[config.mk]
export PLATFORM = sky130hd
export DESIGN_NAME = memRequester
export DESIGN_NICKNAME = d
export VERILOG_FILES = /design/src/rtl/memBusPkg.sv /design/src/rtl/memRequester.sv
export VERILOG_INCLUDE_DIRS = /design/src /design/src/rtl
export SDC_FILE = /design/constraint.sdc
export NUM_CORES = 1
export LEC_CHECK = 0
export ABC_AREA = 1
export BUFFER_PORTS_ARGS = -buffer_cell sky130_fd_sc_hd__buf_2
export CAP_MARGIN = 10
export CORE_AREA = 2 2 293 295
export CTS_CLUSTER_SIZE = 14
export DETAILED_ROUTE_END_ITERATION = 8
export DIE_AREA = 0 0 295 297
export PLACE_DENSITY = 0.36
export SYNTH_ARGS = -nofsm -noshare
export SYNTH_HDL_FRONTEND = slang
export SYNTH_SLANG_ARGS = --single-unit
[constraint.sdc]
create_clock -name clock_cpu -period 10.24 [get_ports clock_cpu]
set_clock_uncertainty 0.2 [all_clocks]
set_input_delay 2.048 -clock clock_cpu [delete_from_list [all_inputs] [get_ports clock_cpu]]
set_output_delay 2.048 -clock clock_cpu [all_outputs]
set_load 0.1 [all_outputs]
[src/rtl/memBus_cfg.svh]
`ifndef MEMBUS_CFG_SVH
`define MEMBUS_CFG_SVH

// byte address width on the bus
`define MEM_ADDR_W 48

// one bus transfer is a whole line
`define MEM_DATA_W 128

// line RAM depth, address is the line index times 16
`define MEM_RAM_LINES 256

// lines below this index refuse stores
`define MEM_RO_LINES 16

// cycles from a new request to the answer
`define MEM_RAM_LATENCY 3

`endif

[src/rtl/memBusPkg.sv]
package memBusPkg;

	// opcode held by a bus master for the whole transaction
	typedef enum logic [4:0]
	{
		MEM_OPM_READY = 5'h00,
		MEM_OPM_LOAD  = 5'h01,
		MEM_OPM_STORE = 5'h02
	} memOpm_t;

	// slave answer
	typedef enum logic [1:0]
	{
		MEM_OK_READY = 2'b00,
		MEM_OK_OK    = 2'b01,
		MEM_OK_HOLD  = 2'b10,
		MEM_OK_FAULT = 2'b11
	} memOk_t;

	// bus exception word
	// 63:16 address, 15 valid, 11:8 target, 7:0 code
	typedef logic [63:0] memExc_t;

	localparam int MEM_EXC_VALID = 15;

	// target field values
	localparam logic [3:0] MEM_TGT_PORT2 = 4'h2;
	localparam logic [3:0] MEM_TGT_ALL   = 4'hF;

	// exception codes
	localparam logic [7:0] MEM_EXC_RANGE  = 8'h01;
	localparam logic [7:0] MEM_EXC_RDONLY = 8'h02;

endpackage

[src/rtl/memRequester.sv]
`timescale 1ns/1ps
`include "memBus_cfg.svh"

module memRequester
(
	input  logic                   clock_cpu,
	input  logic                   reset,

	input  logic                   req,
	input  logic                   isStore,
	input  logic [`MEM_ADDR_W-1:0] addr,
	input  logic [`MEM_DATA_W-1:0] wdata,
	output logic                   done,
	output logic [`MEM_DATA_W-1:0] rdata,
	output logic                   fault,
	output memBusPkg::memExc_t     lastExc,

	output memBusPkg::memOpm_t     memOpm,
	output logic [`MEM_ADDR_W-1:0] memAddr,
	output logic [`MEM_DATA_W-1:0] memOutData,
	input  logic [`MEM_DATA_W-1:0] memInData,
	input  memBusPkg::memOk_t      memOk,
	input  memBusPkg::memExc_t     memBusExc
);

	import memBusPkg::*;

	typedef enum logic [1:0]
	{
		ST_IDLE,
		ST_REQ,
		ST_REL
	} reqState_t;

	reqState_t state;
	logic      answered;

	// slave finished, either way
	assign answered = (memOk == MEM_OK_OK) || (memOk == MEM_OK_FAULT);

	always_ff @(posedge clock_cpu)
	begin
		if (reset)
		begin
			state   <= ST_IDLE;
			memOpm  <= MEM_OPM_READY;
			done    <= 1'b0;
			fault   <= 1'b0;
			lastExc <= '0;
		end
		else
		begin
			done <= 1'b0;

			// any valid exception the join hands us, ours or not
			if (memBusExc[MEM_EXC_VALID])
				lastExc <= memBusExc;

			case (state)
				ST_IDLE:
				begin
					if (req)
					begin
						if (isStore)
							memOpm <= MEM_OPM_STORE;
						else
							memOpm <= MEM_OPM_LOAD;
						state <= ST_REQ;
					end
				end
				ST_REQ:
				begin
					if (answered)
					begin
						fault  <= (memOk == MEM_OK_FAULT);
						memOpm <= MEM_OPM_READY;
						state  <= ST_REL;
					end
				end
				ST_REL:
				begin
					// transaction over once the bus reads READY again
					if (memOk == MEM_OK_READY)
					begin
						done  <= 1'b1;
						state <= ST_IDLE;
					end
				end
				default:
				begin
					state <= ST_IDLE;
				end
			endcase
		end
	end

	// request payload and returned line
	always_ff @(posedge clock_cpu)
	begin
		if ((state == ST_IDLE) && req)
		begin
			memAddr    <= addr;
			memOutData <= wdata;
		end
		if ((state == ST_REQ) && (memOk == MEM_OK_OK) && (memOpm == MEM_OPM_LOAD))
			rdata <= memInData;
	end

endmodule

* Word level (Yosys, flattened, before mapping) *
Cells that the tools add are included.

storage, ports and cells
  bits of input ports = 374
  word-level logic and storage cells = 37
  register bits after elaboration = 377
  output and inout port bits = 375

operators by class
  equality and inequality tests = 8
  reductions and logical operators = 11
  bitwise gates (word level) = 1
  mux-type cells = 9

operators by type and width
  cell                  count
  $mux W5               2
  $pmux W5 S2           1
  $mux W2               4
  $ne A2 B2 Y1 const B  3
  $pmux W2 S3           1
  $reduce_and A3 Y1     2
  $eq A5 B1 Y1 const B  1
  $eq A2 B1 Y1 const B  2
  $eq A2 B2 Y1 const B  2
  $logic_not A2 Y1      2
  $logic_and A1 B1 Y1   3
  $reduce_and A2 Y1     1
  $reduce_bool A2 Y1    1
  $reduce_or A2 Y1      1
  $logic_or A1 B1 Y1    1
  $mux W1               1
  $not A1 Y1            1

* Logic depth before layout (Yosys ltp) *
  word-level depth = 4
  gate-level depth with buffers = 5
  depth with buffers taken out = 5

* Worst setup path before layout *
Ideal clock, no wire load.

  path kind = input-to-reg
  from = in memOk[0]
  to = reg rdata[0] (enable)
  arrival time = 7.726 ns
  cell stages on the path = 4
  path buffers = 0
  data required time = 9.423 ns
  setup slack = 1.696 ns
  setup time = 0.617 ns
  path through = nand3_1 > nor2_1 > nand2_1 > nor2_1

between the ends
  longest elaborated chain between the ends = 3

RTL lines
  element                            RTL line             RTL
  from (decl)                        memRequester.sv:22   input memBusPkg::memOk_t memOk,
  $eq A2 B1 Y1                       memRequester.sv:105  if ((state == ST_REQ) && (memOk == MEM_OK_OK) && (memOpm == MEM_OPM_LOAD))
  $logic_and A1 B1 Y1 (2 in series)  memRequester.sv:105
  to (signal assigned)               memRequester.sv:106  rdata <= memInData;
  to (decl)                          memRequester.sv:14   output logic [`MEM_DATA_W-1:0] rdata,

Every way passes these cells.
A chain may end at the register's enable or synchronous reset.

* Worst setup path after layout *
  from = in req
  to = reg memAddr[37] (enable)

between the ends
  longest elaborated chain between the ends = 1

RTL lines
  element               RTL line             RTL
  from (decl)           memRequester.sv:9    input logic req,
  $logic_and A1 B1 Y1   memRequester.sv:100  if ((state == ST_IDLE) && req)
  to (signal assigned)  memRequester.sv:102  memAddr <= addr;
  to (decl)             memRequester.sv:19   output logic [`MEM_ADDR_W-1:0] memAddr,

Every way passes these cells.

==> flow_summary.yaml <==
place:
  placedCellCount: 2489
  gp_congestion: 0.789
  dp_hpwl_microns: 35700
  numPortBuffers: 745
floorplan:
  start_util: 0.138
  die_h_microns: 297
  rows: 107
  die-area_sq_um: 87600
  die_w_microns: 295
  io_pins: 749
  core_sq_um: 84500
sta:
  min_period_over_period: 0.373
  slew_viol_final: 0
  setup_viol: 0
  worst_pin_slew_ns: 1.07
  rsz0062_at_grt: "no"
  relSlewSlack: 0.289
  tns_ns: 0
  max_freq_mhz: 262
  hold_violations: 0
  final.min_clock_period_ns: 3.82
synthesis:
  synth_warnings: 0
  syn-instance-count: 616
  synth_cell_types: 19
  synth_seq_area_share: 0.905
  synth_top_family_by_area: "simple AND/OR/NAND/NOR gates"
  yosys.area.top_type_share: 0.785
  synth_simple_gate_area_frac: 0.0482
  synth_area_leader_cell: "edfxtp_1"
  synth_compound_area_frac: 0.0288
  muxShareOfSynthArea: 0
  synthAdderAreaFrac: 0
  synthTopCellsByArea: "edfxtp_1 78%, dfxtp_1 12%, nor2_1 4.3%"
  synthesis.area_sq_um: 11600
  ys_ff_latch: 374
  synth-xor-area-share: 0
  syn_area_per_cell_sq_um: 18.9
power_and_ir_drop:
  internal_power_w: 0.00277
  p_switching_w: 0.00130
  power-per-cell-area_nw_per_um2: 225
  combPwrFrac: 0.178
  clockPowerShare: 0.392
  p_leak_nw: 7.59
  irDropWorstVdd_v: 0.000112
  switching_share: 0.320
  seq_power_share: 0.430
final_layout:
  drive_gt1_frac: 0.579
  final_common_cell: "buf_2"
  area_delta_synth_final_pct: 56.0
  fillerInstances: 9143
  layout_common_cells: "745 x buf_2, 304 x edfxtp_1, 132 x nor2_1"
  postLayoutCoreUtil: 0.215
  nets: 1766
  fin_cells: 2574
global_route:
  grt_max_degree: 105
  grt_pass1_wl_microns: 62500
  first_global_vias: 8660
  antenna_found_initial: 20
  overflow: 0
  grt_use_total: 0.0990
critical_path:
  crit_type: "in2reg"
  cpPeakStageDelay_ns: 0.85
  cp_slowest_cell: "buf_4"
  startpoint_type: "primary input"
  crit_required_ns: 10.22
  worstPathCellList: "buf_2 > nand2_1 > inv_8 > buf_4"
  cp-end-kind: "flip-flop"
  arrival_ns: 3.80
  crit_fanout: 104
clock_tree:
  clock_latency_ns: 0.57
  clock_sinks: 374
  cts-buffers-inserted: 45
  cts_root_buffer: "clkbuf_16"
  clock_path_buffers: 3
  cts_max_level: 2
  cts_setup_buffers: 0
  cts_resized: 0
  cts_tree: "done"
  clkTransAtPathRegs_ns: 0.06
  holdBufCountCts: 0
status:
  status: "completed"
route:
  drc_errors: 0
  detail-route-antenna-nets: 0
  drtIter0Drc: 308
  vias_per_cell: 3.22
  wire_per_inst_microns: 17.9
  vias: 8297
  routed_wl_microns: 46000
  dr.pass1.iters: 5
run:
  timing.max_cap.violations: 0
hold_path:
  hp-class: "reg2reg"
-- cell families (layout without fill, tap and decap cells) --
logic type             count (synthesis)  count (layout)
AOI/OAI and AO/OA                     67              67
and+or+nand+nor                      146             146
DFF                                  374             374
buffers and inverters                 28             838
other                                  1               5
-- cells in the mapped netlist, drive strengths merged --
cell type	count
inv	5
o21ai	63
nor4	1
buf	22
nand3b	1
conb	1
nor2	133
nand2	7
clkbuf	1
edfxtp	304
nand3	3
or2	1
a21oi	4
dfxtp	70
-- sequential cells by signal, indices dropped and copies added, names as in the netlist --
name / cells
done: 1
memAddr: 48
fault: 1
rdata: 128
state: 2
memOutData: 128
memOpm: 2
lastExc: 64
-- metrics by stage --
step                total power [W]  hold slack, ns  area, sq um  worst slack (ns)
CTS                         0.00416           0.276        18100              6.34
detailed placement          0.00252           0.265        16700              5.73
global route                0.00423           0.315        18100              6.17
floorplan                   0.00235           0.266        11600              1.70
finish                      0.00407           0.280        18100              6.42
global placement            0.00251           0.246        16700              5.79
-- path summary, 6_finish.rpt --
path,from,endpoint,slack [ns],cells past startpoint
worst max-delay path,req,memAddr[37],6.42,4
worst min-delay path,lastExc[15],lastExc[15],0.28,2
worst max register to register,state[0],memAddr[37],7.49,4
worst min register to register,lastExc[15],lastExc[15],0.28,2
-- critical path: cells and delay by family --
| family | cells | cell delay [ns] |
|---|---|---|
| and+or+nand+nor | 1 | 0.17 |
| buffers and inverters | 3 | 1.37 |
-- power groups by stage --
stage	registers [W]	logic [W]	clock network, W
after CTS	0.00175	0.000733	0.00167
after global routing	0.00176	0.000751	0.00172
final	0.00175	0.000724	0.00160
after global placement	0.00178	0.000731	0
after floorplan	0.00229	0.0000577	0
after detailed placement	0.00178	0.000732	0
-- final cells by class --
type	instances	area (sq um)	share of cell area
clock inverter	30	284	0.0157
sequential	374	10500	0.580
multi-input combinational	216	915	0.0504
timing repair buffer	750	3770	0.208
inverter	5	28.8	0.00159
tap	1144	1430	0.0789
antenna	2	5.00	0.000276
clock buffer	53	1190	0.0654
-- metal layers --
| metal | up-vias | wire length (microns) | track usage | share of wire |
|---|---|---|---|---|
| li1 | 3806 | - | - | - |
| met1 | 3946 | 16800 | 0.105 | 0.37 |
| met2 | 445 | 23000 | 0.176 | 0.50 |
| met3 | 82 | 4960 | 0.0452 | 0.11 |
| met4 | 18 | 1000 | 0.0259 | 0.022 |
| met5 | - | 126 | 0 | 0.0027 |
(Power assumes the default switching activity.)
