### config.mk
export PLATFORM = sky130hd
export DESIGN_NAME = memBusJoin
export DESIGN_NICKNAME = d
export VERILOG_FILES = /design/src/rtl/memBusPkg.sv /design/src/rtl/memBusJoin.sv
export VERILOG_INCLUDE_DIRS = /design/src /design/src/rtl
export SDC_FILE = /design/constraint.sdc
export NUM_CORES = 1
export LEC_CHECK = 0
export BUFFER_PORTS_ARGS = -buffer_cell sky130_fd_sc_hd__buf_2
export CAP_MARGIN = 20
export CORE_AREA = 3 3 439 441
export CTS_BUF_LIST = sky130_fd_sc_hd__clkbuf_16
export CTS_CLUSTER_SIZE = 28
export DETAILED_ROUTE_END_ITERATION = 10
export DIE_AREA = 0 0 442 444
export GPL_TIMING_DRIVEN = 0
export RECOVER_POWER = 25
export SLEW_MARGIN = 40
export SYNTH_ARGS = -nofsm -noshare
export SYNTH_HDL_FRONTEND = slang
export SYNTH_SLANG_ARGS = --single-unit
### constraint.sdc
create_clock -name clock_cpu -period 3.7 [get_ports clock_cpu]
set_input_delay 0.185 -clock clock_cpu [delete_from_list [all_inputs] [get_ports clock_cpu]]
set_output_delay 0.185 -clock clock_cpu [all_outputs]
set_load 0.05 [all_outputs]
### src/rtl/memBus_cfg.svh
`ifndef MEMBUS_CFG_SVH
`define MEMBUS_CFG_SVH

// byte address width on the bus
`define MEM_ADDR_W 48

// one bus transfer is a whole line
`define MEM_DATA_W 128

// line RAM depth, address is the line index times 16
`define MEM_RAM_LINES 256

// lines below this index refuse stores
`define MEM_RO_LINES 16

// cycles from a new request to the answer
`define MEM_RAM_LATENCY 3

`endif

### src/rtl/memBusPkg.sv
package memBusPkg;

	// opcode held by a bus master for the whole transaction
	typedef enum logic [4:0]
	{
		MEM_OPM_READY = 5'h00,
		MEM_OPM_LOAD  = 5'h01,
		MEM_OPM_STORE = 5'h02
	} memOpm_t;

	// slave answer
	typedef enum logic [1:0]
	{
		MEM_OK_READY = 2'b00,
		MEM_OK_OK    = 2'b01,
		MEM_OK_HOLD  = 2'b10,
		MEM_OK_FAULT = 2'b11
	} memOk_t;

	// bus exception word
	// 63:16 address, 15 valid, 11:8 target, 7:0 code
	typedef logic [63:0] memExc_t;

	localparam int MEM_EXC_VALID = 15;

	// target field values
	localparam logic [3:0] MEM_TGT_PORT2 = 4'h2;
	localparam logic [3:0] MEM_TGT_ALL   = 4'hF;

	// exception codes
	localparam logic [7:0] MEM_EXC_RANGE  = 8'h01;
	localparam logic [7:0] MEM_EXC_RDONLY = 8'h02;

endpackage

### src/rtl/memBusJoin.sv
`timescale 1ns/1ps
`include "memBus_cfg.svh"

module memBusJoin
(
	input  logic                   clock_cpu,
	input  logic                   reset,

	output memBusPkg::memOpm_t     memOpm,
	output logic [`MEM_ADDR_W-1:0] memAddr,
	output logic [`MEM_DATA_W-1:0] memOutData,
	input  logic [`MEM_DATA_W-1:0] memInData,
	input  memBusPkg::memOk_t      memOk,
	input  memBusPkg::memExc_t     memBusExc,

	input  memBusPkg::memOpm_t     mem1Opm,
	input  logic [`MEM_ADDR_W-1:0] mem1Addr,
	input  logic [`MEM_DATA_W-1:0] mem1OutData,
	output logic [`MEM_DATA_W-1:0] mem1InData,
	output memBusPkg::memOk_t      mem1Ok,
	output memBusPkg::memExc_t     mem1BusExc,

	input  memBusPkg::memOpm_t     mem2Opm,
	input  logic [`MEM_ADDR_W-1:0] mem2Addr,
	input  logic [`MEM_DATA_W-1:0] mem2OutData,
	output logic [`MEM_DATA_W-1:0] mem2InData,
	output memBusPkg::memOk_t      mem2Ok,
	output memBusPkg::memExc_t     mem2BusExc
);

	import memBusPkg::*;

	// answer from the RAM, registered once
	memOk_t                 tMemOk;
	logic [`MEM_DATA_W-1:0] tMemInData;
	memExc_t                tMemBusExc;

	// ownership of the shared bus
	logic tMem1Latch;
	logic tMem2Latch;
	logic tNextMem1Latch;
	logic tNextMem2Latch;
	logic tMemStrobe;

	// request of the current owner, before the register stage
	memOpm_t                fwdOpm;
	logic [`MEM_ADDR_W-1:0] fwdAddr;
	logic [`MEM_DATA_W-1:0] fwdData;

	logic [3:0] excTarget;

	always_comb
	begin
		tNextMem1Latch = tMem1Latch;
		tNextMem2Latch = tMem2Latch;
		fwdOpm         = MEM_OPM_READY;
		fwdAddr        = mem1Addr;
		fwdData        = mem1OutData;

		if (tMem1Latch)
		begin
			// hold until the master is back at READY and the RAM agrees
			tNextMem1Latch = (mem1Opm != MEM_OPM_READY) || (tMemOk != MEM_OK_READY);
			fwdOpm         = mem1Opm;
		end
		else if (tMem2Latch)
		begin
			tNextMem2Latch = (mem2Opm != MEM_OPM_READY) || (tMemOk != MEM_OK_READY);
			fwdOpm         = mem2Opm;
			fwdAddr        = mem2Addr;
			fwdData        = mem2OutData;
		end
		else if ((mem1Opm != MEM_OPM_READY) &&
			!((mem2Opm != MEM_OPM_READY) && tMemStrobe))
		begin
			tNextMem1Latch = 1'b1;
		end
		else if (mem2Opm != MEM_OPM_READY)
		begin
			tNextMem2Latch = 1'b1;
		end
	end

	// only the owner sees the RAM answer, the other port waits on READY
	always_comb
	begin
		mem1Ok = MEM_OK_READY;
		mem2Ok = MEM_OK_READY;
		if (tMem1Latch)
			mem1Ok = tMemOk;
		if (tMem2Latch)
			mem2Ok = tMemOk;
	end

	assign mem1InData = tMemInData;
	assign mem2InData = tMemInData;

	// port 1 always gets the exception word
	assign excTarget  = tMemBusExc[11:8];
	assign mem1BusExc = tMemBusExc;
	assign mem2BusExc = (tMemBusExc[MEM_EXC_VALID] &&
		((excTarget == MEM_TGT_PORT2) || (excTarget == MEM_TGT_ALL))) ? tMemBusExc : '0;

	always_ff @(posedge clock_cpu)
	begin
		if (reset)
		begin
			tMem1Latch <= 1'b0;
			tMem2Latch <= 1'b0;
			tMemStrobe <= 1'b0;
			memOpm     <= MEM_OPM_READY;
			tMemOk     <= MEM_OK_READY;
			tMemBusExc <= '0;
		end
		else
		begin
			tMem1Latch <= tNextMem1Latch;
			tMem2Latch <= tNextMem2Latch;
			tMemStrobe <= !tMemStrobe;
			memOpm     <= fwdOpm;
			tMemOk     <= memOk;
			tMemBusExc <= memBusExc;
		end
	end

	always_ff @(posedge clock_cpu)
	begin
		memAddr    <= fwdAddr;
		memOutData <= fwdData;
		tMemInData <= memInData;
	end

endmodule

Word-level counts from Yosys, hierarchy flattened
Index checks and enable logic that the tools add are counted.
{"block": "totals", "in_bits": 558, "reg_bits": 378, "out_inout_bits": 569, "word_cells": 37}
{"block": "op_classes", "n_reduce_logical": 11, "n_eq_ne": 2, "mux": 15}
{"op": "2-to-1 mux 128 bit", "count": 2}
{"op": "2-to-1 mux 48 bit", "count": 2}
{"op": "2-to-1 mux 64 bit", "count": 1}
{"op": "2-to-1 mux 5 bit", "count": 2}
{"op": "nonzero test 5 bit", "count": 2}
{"op": "2-to-1 mux 1 bit", "count": 6}
{"op": "equality test 4 x 2 -> 1 bit, second input constant", "count": 1}
{"op": "equality test 4 bit, second input constant", "count": 1}
{"op": "2-to-1 mux 2 bit", "count": 2}
{"op": "logical AND 1 bit", "count": 3}
{"op": "logical OR 1 bit", "count": 3}
{"op": "zero test 1 bit", "count": 2}
{"op": "nonzero test 2 bit", "count": 1}

Logic depth before layout (Yosys ltp)
{"block": "logic_depth", "depth_word": 7, "mapped_depth": 6, "ltp_nobuf": 3}

Worst setup path before layout
Ideal clock, no wire load.
{"block": "synth_timing", "kind": "flip-flop to output port", "start": "reg tMemBusExc[8] (netlist: mem1BusExc[8])", "end": "out mem2BusExc[54]", "path_stages_with_launch": 5, "arrival_ps": 1861, "path_slack_ps": 1654, "required_ps": 3515, "cell_sequence": "dfxtp_1 or3_4 a21oi_4 buf_4 and2_1"}
{"block": "synth_between", "elab_chain_len": 4}
{"item": "from (decl)", "line": "memBusJoin.sv:36", "source": "memExc_t tMemBusExc;"}
{"item": "from (signal assigned)", "line": "memBusJoin.sv:122", "source": "tMemBusExc <= memBusExc;"}
{"item": "equality test 4 x 2 -> 1 bit or equality test 4 bit (tied branches)", "line": "memBusJoin.sv:102", "source": "((excTarget == MEM_TGT_PORT2) || (excTarget == MEM_TGT_ALL))) ? tMemBusExc : '0;"}
{"item": "logical OR 1 bit (*)", "line": "memBusJoin.sv:102"}
{"item": "logical AND 1 bit (*)", "line": "memBusJoin.sv:101", "source": "assign mem2BusExc = (tMemBusExc[MEM_EXC_VALID] &&"}
{"item": "2-to-1 mux 64 bit (*)", "line": "memBusJoin.sv:102"}
{"item": "to (decl)", "line": "memBusJoin.sv:28", "source": "output memBusPkg::memExc_t mem2BusExc"}
Mark *: on every way between the ends. The rest lies on a longest branch, timed or not.

Worst setup path after layout
{"block": "layout_timing", "start": "reg tMem2Latch", "end": "reg memAddr[39]"}
{"block": "layout_between", "elab_chain_len": 2}
{"item": "from (decl)", "line": "memBusJoin.sv:40", "source": "logic tMem2Latch;"}
{"item": "from (signal assigned)", "line": "memBusJoin.sv:118", "source": "tMem2Latch <= tNextMem2Latch;"}
{"item": "2-to-1 mux 48 bit", "line": "memBusJoin.sv:66", "source": "else if (tMem2Latch)"}
{"item": "2-to-1 mux 48 bit", "line": "memBusJoin.sv:60", "source": "if (tMem1Latch)"}
{"item": "net fwdAddr[39]", "line": "memBusJoin.sv:47", "source": "logic [`MEM_ADDR_W-1:0] fwdAddr;"}
{"item": "to (signal assigned)", "line": "memBusJoin.sv:128", "source": "memAddr <= fwdAddr;"}
{"item": "to (decl)", "line": "memBusJoin.sv:10", "source": "output logic [`MEM_ADDR_W-1:0] memAddr,"}
The timed path passes the listed nets, and every way through them passes these cells.
A chain may end at the register's enable or synchronous reset.

==> results.cfg <==
[status]
status = finished, final reports clean

[critical_path]
endpoint = memAddr[39]
reg2reg_to = memAddr[39]
worstPathRequired_ns = 4.22
cp_slowest_cell = dlygate4sd3_1
worstPathMaxFanout = 12
r2r-start = tMem2Latch
ff2ff_setup_slack_ns = 0.81
crit_top_cell = buf_6
slowest_delay_ns = 0.66
start_kind = flip-flop
cp_cell_sequence = nor2b_1, buf_2, buf_6, buf_6, mux2_1, dlygate4sd3_1
startpoint = tMem2Latch
ff2ff_path_depth = 6
cp.buffers_inverters = 4
cp_data_arrival_time_ns = 3.41
cp_top_family = buffers and inverters
crit_cells = 6
criticalPathCategory = flip-flop to flip-flop
end_kind = flip-flop

[cts]
clk_pin_slew_ns = 0.07
clk_latency_ns = 0.67
max-clock-path-buffers = 3
clock_sinks = 378
cts_tree = done
clockRootBuffer = clkbuf_16
numCtsBuffers = 53
cts-resized-gates = 0
htree_levels = 2
cts_setup_buffers = 0

[finish]
syn2layout_area_growth_pct = 139.1
fillers = 21404
final_common_cell = buf_2
fin_nets = 3196
final_util_pct = 14.83
final_cell_mix = buf_2, dlygate4sd3_1, dfxtp_1, mux2_2, buf_4
drive_gt1_share_pct = 54.29
fin_area_um2 = 28120

[sta]
finalMaxSlewViolations = 0
finalSetupViolations = 0
clock_skew_ns = 0.03434
period_needed_ns = 2.886
rsz0062_at_grt = false
hold_ws_ns = 0.1095
setup_tns_ns = 0
clock.fmax_mhz = 346.5
relSlewSlack_pct = 45.93
layout_setup_ws_ns = 0.8138
min_period_over_period_pct = 78.01
hold_violations = 0
worst_slew_pin_slew_ns = 0.8095

[place]
io_buffers = 1125
hpwlAfterDp_mm = 125.6
place_congestion = 0.9040
place_ws_ns = 1.196
placed_cell_area_um2 = 20530

[power_and_ir_drop]
pwr-share-clk_pct = 37.1
seqPwrFrac_pct = 31.7
leakage_nw = 12.76
p_sw_mw = 5.505
p_per_area_nw_per_um2 = 528.1
p_comb_share_pct = 31.2
intPower_mw = 9.346
netSwitchingFraction_pct = 37.07
peakVddDrop_v = 0.0003225

[yosys]
synth-seq-cells = 378
yosys_warnings = 0
ys_types = 29
synth_top_area_share_pct = 64.35
seq_area_frac_synth_pct = 64.35
synthCells = 880
syn-num-nets = 1438
synth_top_area_cell = dfxtp_1
syn_area_um2 = 11760
synth.avg_cell_area_um2 = 13.36
yosys-top-cells-area = dfxtp_1, mux2_2, buf_4

[flow_run]
max-cap-violations = 0

[floorplanning]
coreArea_um2 = 189600
die-area_um2 = 196200
num_io_pins = 1127
die_h_um = 444
die_w_um = 442
num_rows = 160
initial_utilization_pct = 6.203

[min_path]
hold_path.class = input port to flip-flop

[drt]
drcViolationCount = 0
via_per_inst = 2.817
post_drt_wl_per_cell_um = 27.44
routed_wl_mm = 143.2
drt-pass1-iter-count = 5
antenna_left = 0
routed-via-count = 14703
drtIter0Drc = 975

[grt]
gr-total-overflow = 0
grt_max_degree = 15
gr-usage-all-layers_pct = 13.97
antenna_found_initial = 159
grt_pass1_wl_mm = 173.4
first_global_vias = 14999
## flip-flops by register name, indices dropped and copies added (netlist names)
name,cells
mem1InData,128
memOutData,128
mem1BusExc,64
memAddr,48
memOpm,5
tMemOk,2
tMem1Latch,1
tMem2Latch,1
tMemStrobe,1
## repair_timing
action / in CTS / in global routing
endpoints found under the setup margin: 0 / 0
hold buffers: 578 / 0
endpoints found under the hold margin: 377 / 0
## how the worst min path moves through the flow
stage | endpoint | depth (start not counted) | start
2_1_floorplan | mem1InData[0] | 0 | memInData[0]
3_3_place_gp | mem1InData[31] | 1 | memInData[31]
3_5_place_dp | mem1InData[26] | 1 | memInData[26]
4_1_cts | mem1BusExc[3] | 2 | reset
5_1_grt | tMemOk[1] | 2 | reset
6_report | mem1BusExc[1] | 2 | reset
## final cells by class
| class | count | area, um2 | share of cell area, % |
|---|---|---|---|
| plain buffers | 163 | 1190 | 4.231 |
| repair buffers | 1703 | 11330 | 40.28 |
| well taps | 2511 | 3142 | 11.17 |
| inverters | 1 | 3.754 | 0.01335 |
| multi-input cells | 338 | 2999 | 10.66 |
| clock inverters | 44 | 496.7 | 1.766 |
| flip-flops and latches | 378 | 7567 | 26.91 |
| diodes | 28 | 70.07 | 0.2492 |
| clock buffers | 53 | 1326 | 4.716 |
## power groups by stage
stage               Sequential (mW)  Clock, mW  Combinational [mW]
floorplan                      6.07          0               0.935
global placement               4.77          0                3.90
detailed placement             4.77          0                3.90
CTS                            4.69       5.74                4.70
global route                   4.73       5.85                4.80
finish                         4.70       5.51                4.64
## metal layers
| metal | vias up | track usage (%) | part of all wire [%] |
|---|---|---|---|
| met5 | - | 0 | 0.39 |
| met2 | 935 | 22.80 | 46 |
| met3 | 335 | 6.480 | 11 |
| li1 | 6312 | - | - |
| met1 | 7031 | 15.70 | 38 |
| met4 | 90 | 5.679 | 4.4 |
## stage by stage
step	total power [mW]	instances
final	14.85	5219
after global routing	15.38	5202
after detailed placement	8.667	4516
after CTS	15.13	5191
after global placement	8.675	4516
after floorplan	7.001	880
## cells in the mapped netlist
cell,number
a21oi_4,1
nor3_1,2
a211oi_1,1
a21oi_1,1
mux2_2,169
o21ai_0,1
mux2_1,7
or3_4,1
nand3_1,1
buf_4,129
buf_2,10
o31ai_1,1
o21bai_1,1
or4_1,1
buf_6,10
dfxtp_1,378
nand2_1,1
nor2b_1,67
a221oi_1,1
inv_1,1
and2_1,66
clkbuf_1,8
a22oi_1,5
a21o_1,1
buf_1,1
nor2_1,8
o22ai_1,1
clkbuf_2,5
a311oi_1,1
## cells by family after synthesis
family / after synthesis / synth area share (%)
AOI/OAI and AO/OA: 15 / 1.000
buffers and inverters: 164 / 10.15
DFF: 378 / 64.35
muxes: 176 / 16.85
and+or+nand+nor: 147 / 7.650
Note: power is estimated with default switching activity, not from simulation.
